**config.mk**
```make
export PLATFORM = sky130hd
export DESIGN_NAME = spi_dbg_soc
export DESIGN_NICKNAME = d
export VERILOG_FILES = /design/src/dbg_pkg.sv /design/src/spi_slave.sv /design/src/dbg_cmd_ctrl.sv /design/src/trace_core.sv /design/src/spi_dbg_soc.sv
export SDC_FILE = /design/constraint.sdc
export NUM_CORES = 1
export LEC_CHECK = 0
export BUFFER_PORTS_ARGS = -buffer_cell sky130_fd_sc_hd__buf_2
export CORE_ASPECT_RATIO = 0.75
export CORE_UTILIZATION = 30
export CTS_BUF_LIST = sky130_fd_sc_hd__clkbuf_2
export CTS_CLUSTER_DIAMETER = 50
export CTS_CLUSTER_SIZE = 30
export DETAILED_ROUTE_END_ITERATION = 12
export PLACE_DENSITY_LB_ADDON = 0.2
export SLEW_MARGIN = 20
export SYNTH_ARGS = -nofsm -noshare
export SYNTH_HDL_FRONTEND = slang
export SYNTH_SLANG_ARGS = --single-unit
```
**constraint.sdc**
```tcl
create_clock -name clk -period 8.85 [get_ports clk]
set_input_delay 1.77 -clock clk [delete_from_list [all_inputs] [get_ports clk]]
set_output_delay 1.77 -clock clk [all_outputs]
set_load 0.05 [all_outputs]
```
**src/dbg_pkg.sv**
```systemverilog
package dbg_pkg;

    // Core word width and the number of bytes in one reply word
    localparam int XLEN = 32;
    localparam int REPLY_BYTES = XLEN / 8;

    // Command codes the host sends as the first byte of a transaction
    typedef enum logic [7:0] {
        CMD_NOP           = 8'h00,
        CMD_ECHO          = 8'h01,
        CMD_TOGGLE_LED    = 8'h02,
        CMD_ENABLE_CLOCK  = 8'h03,
        CMD_DISABLE_CLOCK = 8'h04,
        CMD_STEP_CLOCK    = 8'h05,
        CMD_GET_PC        = 8'h06,
        CMD_GET_REG       = 8'h07,
        CMD_READ_FLASH    = 8'h08,
        CMD_ECHO_CC       = 8'hCC
    } dbg_cmd_e;

    // Controller states
    typedef enum logic [1:0] {
        ST_IDLE,
        ST_ECHO,
        ST_READ_REG,
        ST_REPLYING
    } dbg_state_e;

    // Received byte with its one-cycle strobe
    typedef struct packed {
        logic       valid;
        logic [7:0] data;
    } spi_rx_t;

    // Debug view of the core
    typedef struct packed {
        logic [XLEN-1:0] pc;
        logic [XLEN-1:0] reg_data;
    } core_dbg_t;

endpackage

```
**src/spi_slave.sv**
```systemverilog
`timescale 1ns/10ps

module spi_slave (
    input  logic             clk,
    input  logic             rst,
    input  logic             sclk,
    input  logic             mosi,
    input  logic             ss,
    output logic             miso,
    input  logic [7:0]       tx_byte,
    output dbg_pkg::spi_rx_t rx
);
    import dbg_pkg::*;

    logic [2:0] sclk_q;    // Two sync stages plus one for edge detection
    logic [2:0] ss_q;
    logic [1:0] mosi_q;
    logic       sclk_rise;
    logic       sclk_fall;
    logic       ss_fall;
    logic       ss_active;
    logic [2:0] bit_cnt;
    logic [7:0] rx_shift;
    logic [7:0] tx_shift;
    logic       byte_done;

    always_ff @(posedge clk) begin
        if (rst) begin
            sclk_q <= '0;
            ss_q   <= '1;      // Deselected while in reset
            mosi_q <= '0;
        end else begin
            sclk_q <= {sclk_q[1:0], sclk};
            ss_q   <= {ss_q[1:0], ss};
            mosi_q <= {mosi_q[0], mosi};
        end
    end

    assign ss_active = ~ss_q[1];
    assign sclk_rise = sclk_q[1] & ~sclk_q[2] & ss_active;
    assign sclk_fall = ~sclk_q[1] & sclk_q[2] & ss_active;
    assign ss_fall   = ~ss_q[1] & ss_q[2];

    // Receive side counts rising edges and flags the eighth
    always_ff @(posedge clk) begin
        if (rst) begin
            bit_cnt   <= '0;
            byte_done <= 1'b0;
        end else begin
            byte_done <= 1'b0;
            if (!ss_active) begin
                bit_cnt <= '0;
            end else if (sclk_rise) begin
                bit_cnt <= bit_cnt + 3'd1;
                if (bit_cnt == 3'd7) begin
                    byte_done <= 1'b1;
                end
            end
        end
    end

    always_ff @(posedge clk) begin
        if (sclk_rise) begin
            rx_shift <= {rx_shift[6:0], mosi_q[1]};    // MSB arrives first
        end
    end

    always_ff @(posedge clk) begin
        if (rst) begin
            rx.valid <= 1'b0;
        end else begin
            rx.valid <= byte_done;
        end
        rx.data <= rx_shift;
    end

    // A new byte is loaded when the slave is selected or when the previous byte ends
    always_ff @(posedge clk) begin
        if (rst) begin
            tx_shift <= '0;
        end else if (ss_fall) begin
            tx_shift <= tx_byte;
        end else if (sclk_fall) begin
            if (bit_cnt == 3'd0) begin
                tx_shift <= tx_byte;    // Falling edge after the eighth bit
            end else begin
                tx_shift <= {tx_shift[6:0], 1'b0};
            end
        end
    end

    assign miso = tx_shift[7];

endmodule

```
**src/dbg_cmd_ctrl.sv**
```systemverilog
`timescale 1ns/10ps

module dbg_cmd_ctrl (
    input  logic               clk,
    input  logic               rst,
    input  dbg_pkg::spi_rx_t   rx,
    input  dbg_pkg::core_dbg_t core,
    output logic [7:0]         tx_byte,
    output logic [4:0]         reg_sel,
    output logic               core_ce,
    output logic               led
);
    import dbg_pkg::*;

    localparam int CNT_W = $clog2(REPLY_BYTES + 1);

    dbg_state_e       state;
    dbg_cmd_e         cmd;
    logic [XLEN-1:0]  word_buf;
    logic [CNT_W-1:0] bytes_left;
    logic             load_reg;    // Register read data is valid one cycle after reg_sel
    logic             run;
    logic             step;

    assign cmd     = dbg_cmd_e'(rx.data);
    assign core_ce = run | step;

    always_ff @(posedge clk) begin
        if (rst) begin
            state      <= ST_IDLE;
            tx_byte    <= '0;
            bytes_left <= '0;
            load_reg   <= 1'b0;
            run        <= 1'b0;
            step       <= 1'b0;
            led        <= 1'b0;
        end else begin
            step     <= 1'b0;
            load_reg <= 1'b0;
            if (rx.valid) begin
                case (state)
                    ST_IDLE: begin
                        tx_byte <= 8'h00;
                        case (cmd)
                            CMD_NOP: begin
                            end
                            CMD_ECHO: begin
                                tx_byte <= CMD_ECHO;
                                state   <= ST_ECHO;
                            end
                            CMD_TOGGLE_LED: begin
                                led <= ~led;
                            end
                            CMD_ENABLE_CLOCK: begin
                                run <= 1'b1;
                            end
                            CMD_DISABLE_CLOCK: begin
                                run <= 1'b0;
                            end
                            CMD_STEP_CLOCK: begin
                                step <= 1'b1;    // Exactly one enabled core cycle
                            end
                            CMD_GET_PC: begin
                                tx_byte    <= 8'(REPLY_BYTES);
                                bytes_left <= CNT_W'(REPLY_BYTES);
                                state      <= ST_REPLYING;
                            end
                            CMD_GET_REG: begin
                                state <= ST_READ_REG;
                            end
                            CMD_READ_FLASH: begin
                                tx_byte <= 8'hFF;    // No flash behind this port
                            end
                            CMD_ECHO_CC: begin
                                tx_byte <= 8'hCC;
                            end
                            default: begin
                                tx_byte <= 8'hFF;
                            end
                        endcase
                    end
                    ST_ECHO: begin
                        tx_byte <= rx.data;
                        state   <= ST_IDLE;
                    end
                    ST_READ_REG: begin
                        tx_byte    <= 8'h00;
                        bytes_left <= CNT_W'(REPLY_BYTES);
                        load_reg   <= 1'b1;
                        state      <= ST_REPLYING;
                    end
                    ST_REPLYING: begin
                        tx_byte    <= word_buf[XLEN-1 -: 8];
                        bytes_left <= bytes_left - CNT_W'(1);
                        if (bytes_left == CNT_W'(1)) begin
                            state <= ST_IDLE;
                        end
                    end
                    default: begin
                        state <= ST_IDLE;
                    end
                endcase
            end
        end
    end

    // Reply word, sent most significant byte first
    always_ff @(posedge clk) begin
        if (load_reg) begin
            word_buf <= core.reg_data;
        end else if (rx.valid && state == ST_IDLE && cmd == CMD_GET_PC) begin
            word_buf <= core.pc;
        end else if (rx.valid && state == ST_REPLYING) begin
            word_buf <= {word_buf[XLEN-9:0], 8'h00};
        end
        if (rx.valid && state == ST_READ_REG) begin
            reg_sel <= rx.data[4:0];
        end
    end

endmodule

```
**src/trace_core.sv**
```systemverilog
`timescale 1ns/10ps

module trace_core #(
    parameter logic [dbg_pkg::XLEN-1:0] RESET_PC = '0
) (
    input  logic               clk,
    input  logic               rst,
    input  logic               ce,
    input  logic [4:0]         reg_sel,
    output dbg_pkg::core_dbg_t dbg
);
    import dbg_pkg::*;

    logic [XLEN-1:0] pc;
    logic [XLEN-1:0] regs [32];
    logic [4:0]      wr_idx;

    // Word index of the pc selects the register it lands in
    assign wr_idx = pc[6:2];

    always_ff @(posedge clk) begin
        if (rst) begin
            pc <= RESET_PC;
            for (int i = 0; i < 32; i++) begin
                regs[i] <= '0;
            end
        end else if (ce) begin
            regs[wr_idx] <= pc;
            pc           <= pc + XLEN'(4);
        end
    end

    assign dbg.pc       = pc;
    assign dbg.reg_data = regs[reg_sel];

endmodule

```
**src/spi_dbg_soc.sv**
```systemverilog
`timescale 1ns/10ps

module spi_dbg_soc #(
    parameter logic [dbg_pkg::XLEN-1:0] RESET_PC = 32'h0000_0100
) (
    input  logic clk,
    input  logic rst,
    input  logic sclk,
    input  logic mosi,
    input  logic ss,
    output logic miso,
    output logic led
);
    import dbg_pkg::*;

    spi_rx_t    rx;
    core_dbg_t  core_dbg;
    logic [7:0] tx_byte;
    logic [4:0] reg_sel;
    logic       core_ce;

    spi_slave spi0 (
        .clk     (clk),
        .rst     (rst),
        .sclk    (sclk),
        .mosi    (mosi),
        .ss      (ss),
        .miso    (miso),
        .tx_byte (tx_byte),
        .rx      (rx)
    );

    dbg_cmd_ctrl ctrl0 (
        .clk     (clk),
        .rst     (rst),
        .rx      (rx),
        .core    (core_dbg),
        .tx_byte (tx_byte),
        .reg_sel (reg_sel),
        .core_ce (core_ce),
        .led     (led)
    );

    trace_core #(
        .RESET_PC (RESET_PC)
    ) core0 (
        .clk     (clk),
        .rst     (rst),
        .ce      (core_ce),
        .reg_sel (reg_sel),
        .dbg     (core_dbg)
    );

endmodule

```
# After elaboration in Yosys (flattened, before gate mapping)
# Memories as Yosys holds them, arrays and structs flattened. A register that Yosys moved wholly into a read port is not among the register bits.
# Cells that the tools add are included.
# totals
reg_bits	123
ram_bits	1024
input_bits	5
out_inout_bits	2
elab_cells	99
memories	1
# mem_list
name	words	width	rd	rd_clocked_by_memory_dff	wr	line_no	rtl
core0.regs	32	32	1	1	32	trace_core.sv:15	logic [XLEN-1:0] regs [32];
# classes
add_sub_neg	3
eq_ne	16
muxes	26
n_bitwise	13
reduce_logical	21
# op_table
cell	n
2-to-1 mux 32 bit	4
one-hot mux 8 bit (4 select lines)	2
adder 32 x 3 -> 32 bit (second input constant)	1
equality test 8 x 3 -> 1 bit (second input constant)	4
OR reduction 32 bit	1
2-to-1 mux 8 bit	3
equality test 8 x 2 -> 1 bit (second input constant)	2
AND reduction 3 bit	4
2-to-1 mux 5 bit	2
2-to-1 mux 1 bit	9
one-hot mux 3 bit (3 select lines)	1
equality test 8 x 1 -> 1 bit (second input constant)	1
equality test 8 bit (second input constant)	1
zero test 8 bit	1
one-hot mux 2 bit (4 select lines)	1
inverter 1 bit	7
one-hot mux 2 bit (3 select lines)	1
nonzero test 3 bit	2
OR reduction 3 bit	2
OR reduction 6 bit	1
bitwise AND 1 bit	5
equality test 2 bit (second input constant)	2
logical AND 1 bit	4
!= test 4 bit (second input constant)	1
15 further kinds	17

# Logic depth before layout (Yosys ltp)
# Gate-level depths: netlist of run 1.
# logic_depth
ltp_word	6
ltp_mapped	9
depth_no_buf	7

# By module
# From an unflattened synthesis of run 1, not the netlist that was laid out.
# unflattened
cells_unflattened	3717
area_unflattened_um2	49102.1
# modules_own_cells
mod	n_inst	cells_each	area_per_inst_um2	seq_area_each_um2
trace_core	1	3392	45033.2	29428.2
dbg_cmd_ctrl	1	230	2805.2	1451.4
spi_slave	1	95	1263.7	820.8

# Worst setup path after synthesis of run 1
# No wires, ideal clock.
# synth_timing
path_type	input-to-reg
start	input port rst
end	memory core0.regs[15][10] (enable)
setup_time_ns	0.392
arrival_time_ns	3.383
required_ns	8.458
path_slack_ns	5.075
stages	4
path_buffers	3
cell_sequence	clkbuf_1 > clkbuf_1 > clkbuf_1 > nand2b_1
# synth_rtl
item	line_no	rtl
start: declaration	spi_dbg_soc.sv:7	input logic rst,
end: declaration	trace_core.sv:15	

==> summary.md, run 1 <==
| Metric | Value |
|---|---|
| Biggest register | core0.regs |
| Commonest cells after routing, fill and taps aside | edfxtp_1, and2_1, nor3_1, mux4_2, mux2i_1 |
| Ys async rst share | 0 |
| TritonRoute pass-1 iters | 6 |
| Setup Skew | 0.187 ns |
| Post_cts resized | 0 |
| Clk Latency, worst-skew pair | 1.60 ns |
| Worst vdd ir | 0.0000952 V |
| Remaining Overflow, GRT | 0 |
| Fraction of layout cells with a size suffix above 1 | 0.170 |
| Hold_buf cts | 0 |
| CTS buffer count | 107 |
| Core ar. | 160000 um2 |
| Leakage | 17.8 nW |
| Cell Count, Final, Fillers Out | 5450 |
| Finished Cell Area | 51900 um2 |
| Final #Nets | 3236 |
| Total wire length | 143000 um |
| Chip width | 465 um |
| Min-delay worst type | reg -> reg |
| DIE AREA | 162000 um2 |
| Placed insts | 5241 |
| Biggest regs | core0.regs x960, core0.pc x30, ctrl0.word_buf x30 |
| Initial antenna violation count | 11 |
| Wire per inst | 26.3 um |
| Drt drc | 0 |
| CTS Buffer Depth | 3 |
| Unique masters post-synth | 63 |
| Final setup viols | 0 |
| Status | finished, final reports clean |
| Final hold viol count | 0 |
| Max FO, Critical Path | 66 |
| Port Buffer Count | 6 |
| Syn Area/Cell | 14.6 um2 |
| Dpl ws | 3.49 ns |
| Hpwl dp | 86100 um |
| Setup TNS | 0 ns |
| Largest net degree at the start of global routing | 88 |
| Iter 0 DRT Violations | 3037 |
| Cell Area, Placed | 50300 um2 |
| CTS tree | built |
| Clock transition at the registers of the reported paths | 0.28 ns |
| Max Freq | 238 MHz |
| Most common cell after layout, fill and taps aside | edfxtp_1 |
| Via count | 27300 |
| Critical Path Source Type | register |
| Main synth FF type | edfxtp_1 |
| Top cell type's share of synthesized area | 0.624 |
| Global-route wire length before repair | 205000 um |
| Flops & latches, synth | 1084 |
| Synthesis-to-finish area growth | 7.62% |
| Slew @ Worst Pin | 1.25 ns |
| Internal reg-to-reg setup slack | 4.64 ns |
| Fin. max-slew vios | 0 |
| RSZ-0062 raised after global routing | no |
| Largest cells by area after synthesis | edfxtp_1, mux4_2, and2_1 |
| Ports | 7 |
| Filler cells | 15600 |
| Ys Warns | 0 |
| HP Start | spi0.rx_shift[7] |
| Die Ht | 349 um |
| Setup crit end kind | register |
| Post-synth EDFFs | 1003 |
| Slew HR | 0.146 |
| Sequential fraction of the synthesis area | 0.658 |
| Worst Path Arrival | 5.37 ns |
| P per Cell Area | 171 nW/um2 |
| PnR worst setup slack | 4.64 ns |
| Root Driver | clkbuf_2 |
| Type of the worst setup path | reg -> reg |
| Top cell type by total area after synthesis | edfxtp_1 |
| Total GRT Usage | 0.175 |
| Required time worst endpoint | 10.01 ns |
| Final period util | 0.476 |
| Synthesized instance count | 3315 |
| Vias per inst | 5.01 |
| Routed Antenna Nets | 0 |
| Synthesized area | 48300 um2 |
| Hold endpoint | spi0.rx[7] |
| Depth of the CTS H-tree | 3 |
| Min Clock Period, post-route | 4.21 ns |
| Number of core rows | 127 |
| Max cap viols | 0 |
| Clk sink count | 1084 |
| FF-to-FF End | ctrl0.word_buf[30] |
| Largest register FFs | 960 |
| Placer Congestion | 0.851 |
| Initial core utilization | 0.302 |
| R2R cell count | 5 |
| Vias in the first global route | 26300 |
| Tot Pwr | 0.00889 W |
| Post-CTS Setup Bufs | 0 |
| Hold depth | 0 |
## metal layers
metal  up-vias  wire, um  track usage
met3       144     12400       0.0528
met2       861     59900        0.245
li1      12100         -            -
met5         -        13            0
met1     14200     69000        0.266
met4         2      2110       0.0310
## report_power, final
group | total, W | switching (W) | internal [W]
clock network | 0.00285 | 0.00205 | 0.000804
logic | 0.000261 | 0.000192 | 0.0000689
registers | 0.00578 | 0.0000468 | 0.00573
total | 0.00889 | 0.00229 | 0.00661
## worst max path at each step
stage               startpoint            endpoint  slack (ns)  cells past startpoint
floorplan                  rst  core0.regs[15][10]        5.08                      4
global placement           rst   core0.regs[19][9]        3.46                      5
detailed placement         rst  core0.regs[16][11]        3.49                      7
CTS                  ctrl0.led                 led        4.64                      1
global route          register  ctrl0.word_buf[18]        4.46                      6
finish                register  ctrl0.word_buf[30]        4.64                      5
## cell type report
type                    instances  area (um2)  area share
diodes                          6        15.0    0.000289
clock buffers                 113         566      0.0109
clock inverters                90         981      0.0189
inverters                      33         124     0.00239
multi-input cells            1900       15100       0.290
flip-flops and latches       1084       31800       0.612
well taps                    2128        2660      0.0513
repair buffers                 96         758      0.0146
## critical path: stages, from the launching register on
cell	delay, ns
dfxtp_4	0.80
buf_12	0.45
nand3b_1	0.79
o22ai_1	0.76
nor3_1	0.11
a311oi_1	0.81
## Yosys cell counts, drive strengths merged, types with 5 or more instances
cell     count
nor2       121
nor2b       17
o21ai       46
nand4        7
clkbuf     232
a221oi       5
a211oi      25
or2         37
nand2       85
mux2         9
buf        113
xnor2       14
nor3       291
edfxtp    1003
mux4       202
o21a        12
o22ai       55
a2111oi     11
dfxtp       81
or3         13
inv         29
nand3       27
ha           9
and2       608
a311oi      22
mux2i      153
a21oi       31
## through the flow
| stage | util | hold slack (ns) |
|---|---|---|
| floorplan | - | 0.323 |
| global placement | 0.315 | 0.334 |
| detailed placement | 0.315 | 0.332 |
| CTS | 0.325 | 0.236 |
| global route | 0.325 | 0.229 |
| finish | 0.325 | 0.360 |
## logic make-up after synthesis
| family | after synthesis | share of synthesized area |
|---|---|---|
| mux | 364 | 0.128 |
| flops | 1084 | 0.658 |
| fa+ha+maj | 9 | 0.00233 |
| compound gates | 224 | 0.0306 |
| xor+xnor | 17 | 0.00309 |
| other cells | 1 | 0.0000777 |
| simple gates | 1238 | 0.143 |
| buf+inv | 378 | 0.0352 |
(Power assumes the default switching activity.)
==> inputs of run 2 (changes only) <==
Clock period 8.85 ns to 3.5 ns, I/O delays scaled along.
==> run 2 against run 1 <==
Against the previous run:
- cell count is 2.7% higher
- largest cell class unchanged
- clock-buffer cell count shrank 5
- hold slack got worse by 0.11 ns
- core utilization up 0.92 points
- highest routed layer unchanged
- first-iteration DRC count grew 22%
- combinational power increased to 2.9 times the previous value
==> summary.md, run 2 (same netlist as run 1, synthesis figures left out) <==
| Metric | Value |
|---|---|
| Status | finished, final reports clean |
| Min-delay worst type | in -> reg |
| Total GRT Usage | 0.191 |
| Wire per inst | 27.9 um |
| Max cap viols | 0 |
| Number of core rows | 127 |
| Flop pwr share | 0.647 |
| Largest register FFs | 960 |
| Chip width | 465 um |
| Fraction of layout cells with a size suffix above 1 | 0.200 |
| Clk sink count | 1084 |
| Final #Nets | 3382 |
| Port Buffer Count | 6 |
| Final setup viols | 0 |
| Vias per inst | 5.12 |
| Clock share of power | 0.320 |
| Fin. max-slew vios | 0 |
| Switching share of power | 0.269 |
| Post_cts resized | 0 |
| Required time worst endpoint | 4.85 ns |
| Remaining Overflow, GRT | 0 |
| Initial core utilization | 0.302 |
| Critical Path Source Type | register |
| Commonest cells after routing, fill and taps aside | edfxtp_1, and2_1, nor3_1, buf_4, mux4_2 |
| Initial antenna violation count | 19 |
| Placer Congestion | 0.853 |
| Hpwl dp | 99000 um |
| Final period util | 0.944 |
| Biggest register | core0.regs |
| Clock transition at the registers of the reported paths | 0.33 ns |
| Iter 0 DRT Violations | 3715 |
| RSZ-0062 raised after global routing | no |
| Worst vdd ir | 0.000225 V |
| Clk Latency, worst-skew pair | 1.63 ns |
| Global-route wire length before repair | 220000 um |
| Largest net degree at the start of global routing | 100 |
| Setup TNS | 0 ns |
| Drt drc | 0 |
| Depth of the CTS H-tree | 3 |
| Post-CTS Setup Bufs | 0 |
| Setup crit end kind | register |
| TritonRoute pass-1 iters | 5 |
| Fin util | 0.334 |
| Synthesis-to-finish area growth | 10.7% |
| CTS Buffer Depth | 3 |
| Min Clock Period, post-route | 3.30 ns |
| Via count | 28600 |
| Final hold viol count | 0 |
| CTS buffer count | 103 |
| Most common cell after layout, fill and taps aside | edfxtp_1 |
| P per Cell Area | 423 nW/um2 |
| Root Driver | clkbuf_2 |
| Switching pwr | 0.00608 W |
| Pint | 0.0165 W |
| Setup Skew | 0.151 ns |
| Ports | 7 |
| Slew @ Worst Pin | 0.994 ns |
| Max Freq | 303 MHz |
| Filler cells | 15600 |
| Type of the worst setup path | reg -> reg |
| Core ar. | 160000 um2 |
| Max FO, Critical Path | 42 |
| Die Ht | 349 um |
| Vias in the first global route | 27100 |
| CTS tree | built |
| Worst Path Arrival | 4.66 ns |
| Combinational share of power | 0.034 |
| Routed Antenna Nets | 0 |
| DIE AREA | 162000 um2 |
| Biggest regs | core0.regs x960, core0.pc x30, ctrl0.word_buf x30 |
| Total wire length | 156000 um |
| Leakage | 18.6 nW |
| Slew HR | 0.320 |
## run 2: changes by cell type in the layout (fill, tap and decap cells not counted), moves of 6 or more
cell           change
buf_4            +115
buf_12            +25
clkinv_2          -10
clkinv_8          +10
inv_8             +11
diode_2            +6
dlygate4sd3_1     +10
## run 2: stage by stage
stage,setup slack (ns),std cells,total power [W],hold WS [ns],area (um2)
global route,0.224,5591,0.0234,0.135,53400
detailed placement,0.230,5381,0.0157,0.336,51700
CTS,0.261,5585,0.0228,0.0923,53400
global placement,0.265,5381,0.0157,0.333,51700
floorplan,0.710,3362,0.0152,0.323,48400
finish,0.196,5597,0.0226,0.245,53400
## run 2: path summary, 6_finish.rpt
path / startpoint / end / slack (ns) / depth (start not counted)
max: register / ctrl0.word_buf[29] / 0.20 / 7
min: rst / core0.pc[11] / 0.24 / 4
max reg2reg: register / ctrl0.word_buf[29] / 0.20 / 7
min reg2reg: spi0.rx_shift[1] / spi0.rx[1] / 0.37 / 0
## run 2: cell type report
class                           instances  area, um2  share of cell area
Antenna cell                           12       30.0            0.000562
Multi-Input combinational cell       1900      15000               0.282
Clock inverter                         86       1020              0.0192
Inverter                               33        124             0.00232
Timing Repair Buffer                  246       2220              0.0416
Sequential cell                      1084      31800               0.595
Clock buffer                          108        541              0.0101
Tap cell                             2128       2660              0.0499
## run 2: timing repair
action | 4_1_cts | 5_1_grt
hold buffers | 10 | 0
hold endpoints to repair | 101 | 0
setup endpoints to repair | 0 | 0
## run 2: critical path, cell delays in order, from the launching register on
cell	delay, ns
dfxtp_4	0.52
buf_12	0.28
buf_4	0.29
mux4_2	0.32
mux2i_1	0.52
nor2_1	0.17
a2111oi_0	0.83
a311oi_1	0.08
## run 2: power by group through the flow
| stage | Clock, W | Combinational [W] | Sequential [W] |
|---|---|---|---|
| after floorplan | 0 | 0.000384 | 0.0148 |
| after global placement | 0 | 0.000752 | 0.0149 |
| after detailed placement | 0 | 0.000754 | 0.0149 |
| after CTS | 0.00743 | 0.000767 | 0.0146 |
| after global routing | 0.00788 | 0.000803 | 0.0147 |
| final | 0.00723 | 0.000758 | 0.0146 |
## run 2: metal layers
layer	part of all wire	wire [um]	track usage
met2	0.39	61400	0.248
met4	0.019	2940	0.0368
met5	0.00010	16	0
met3	0.091	14200	0.0474
met1	0.50	77600	0.311
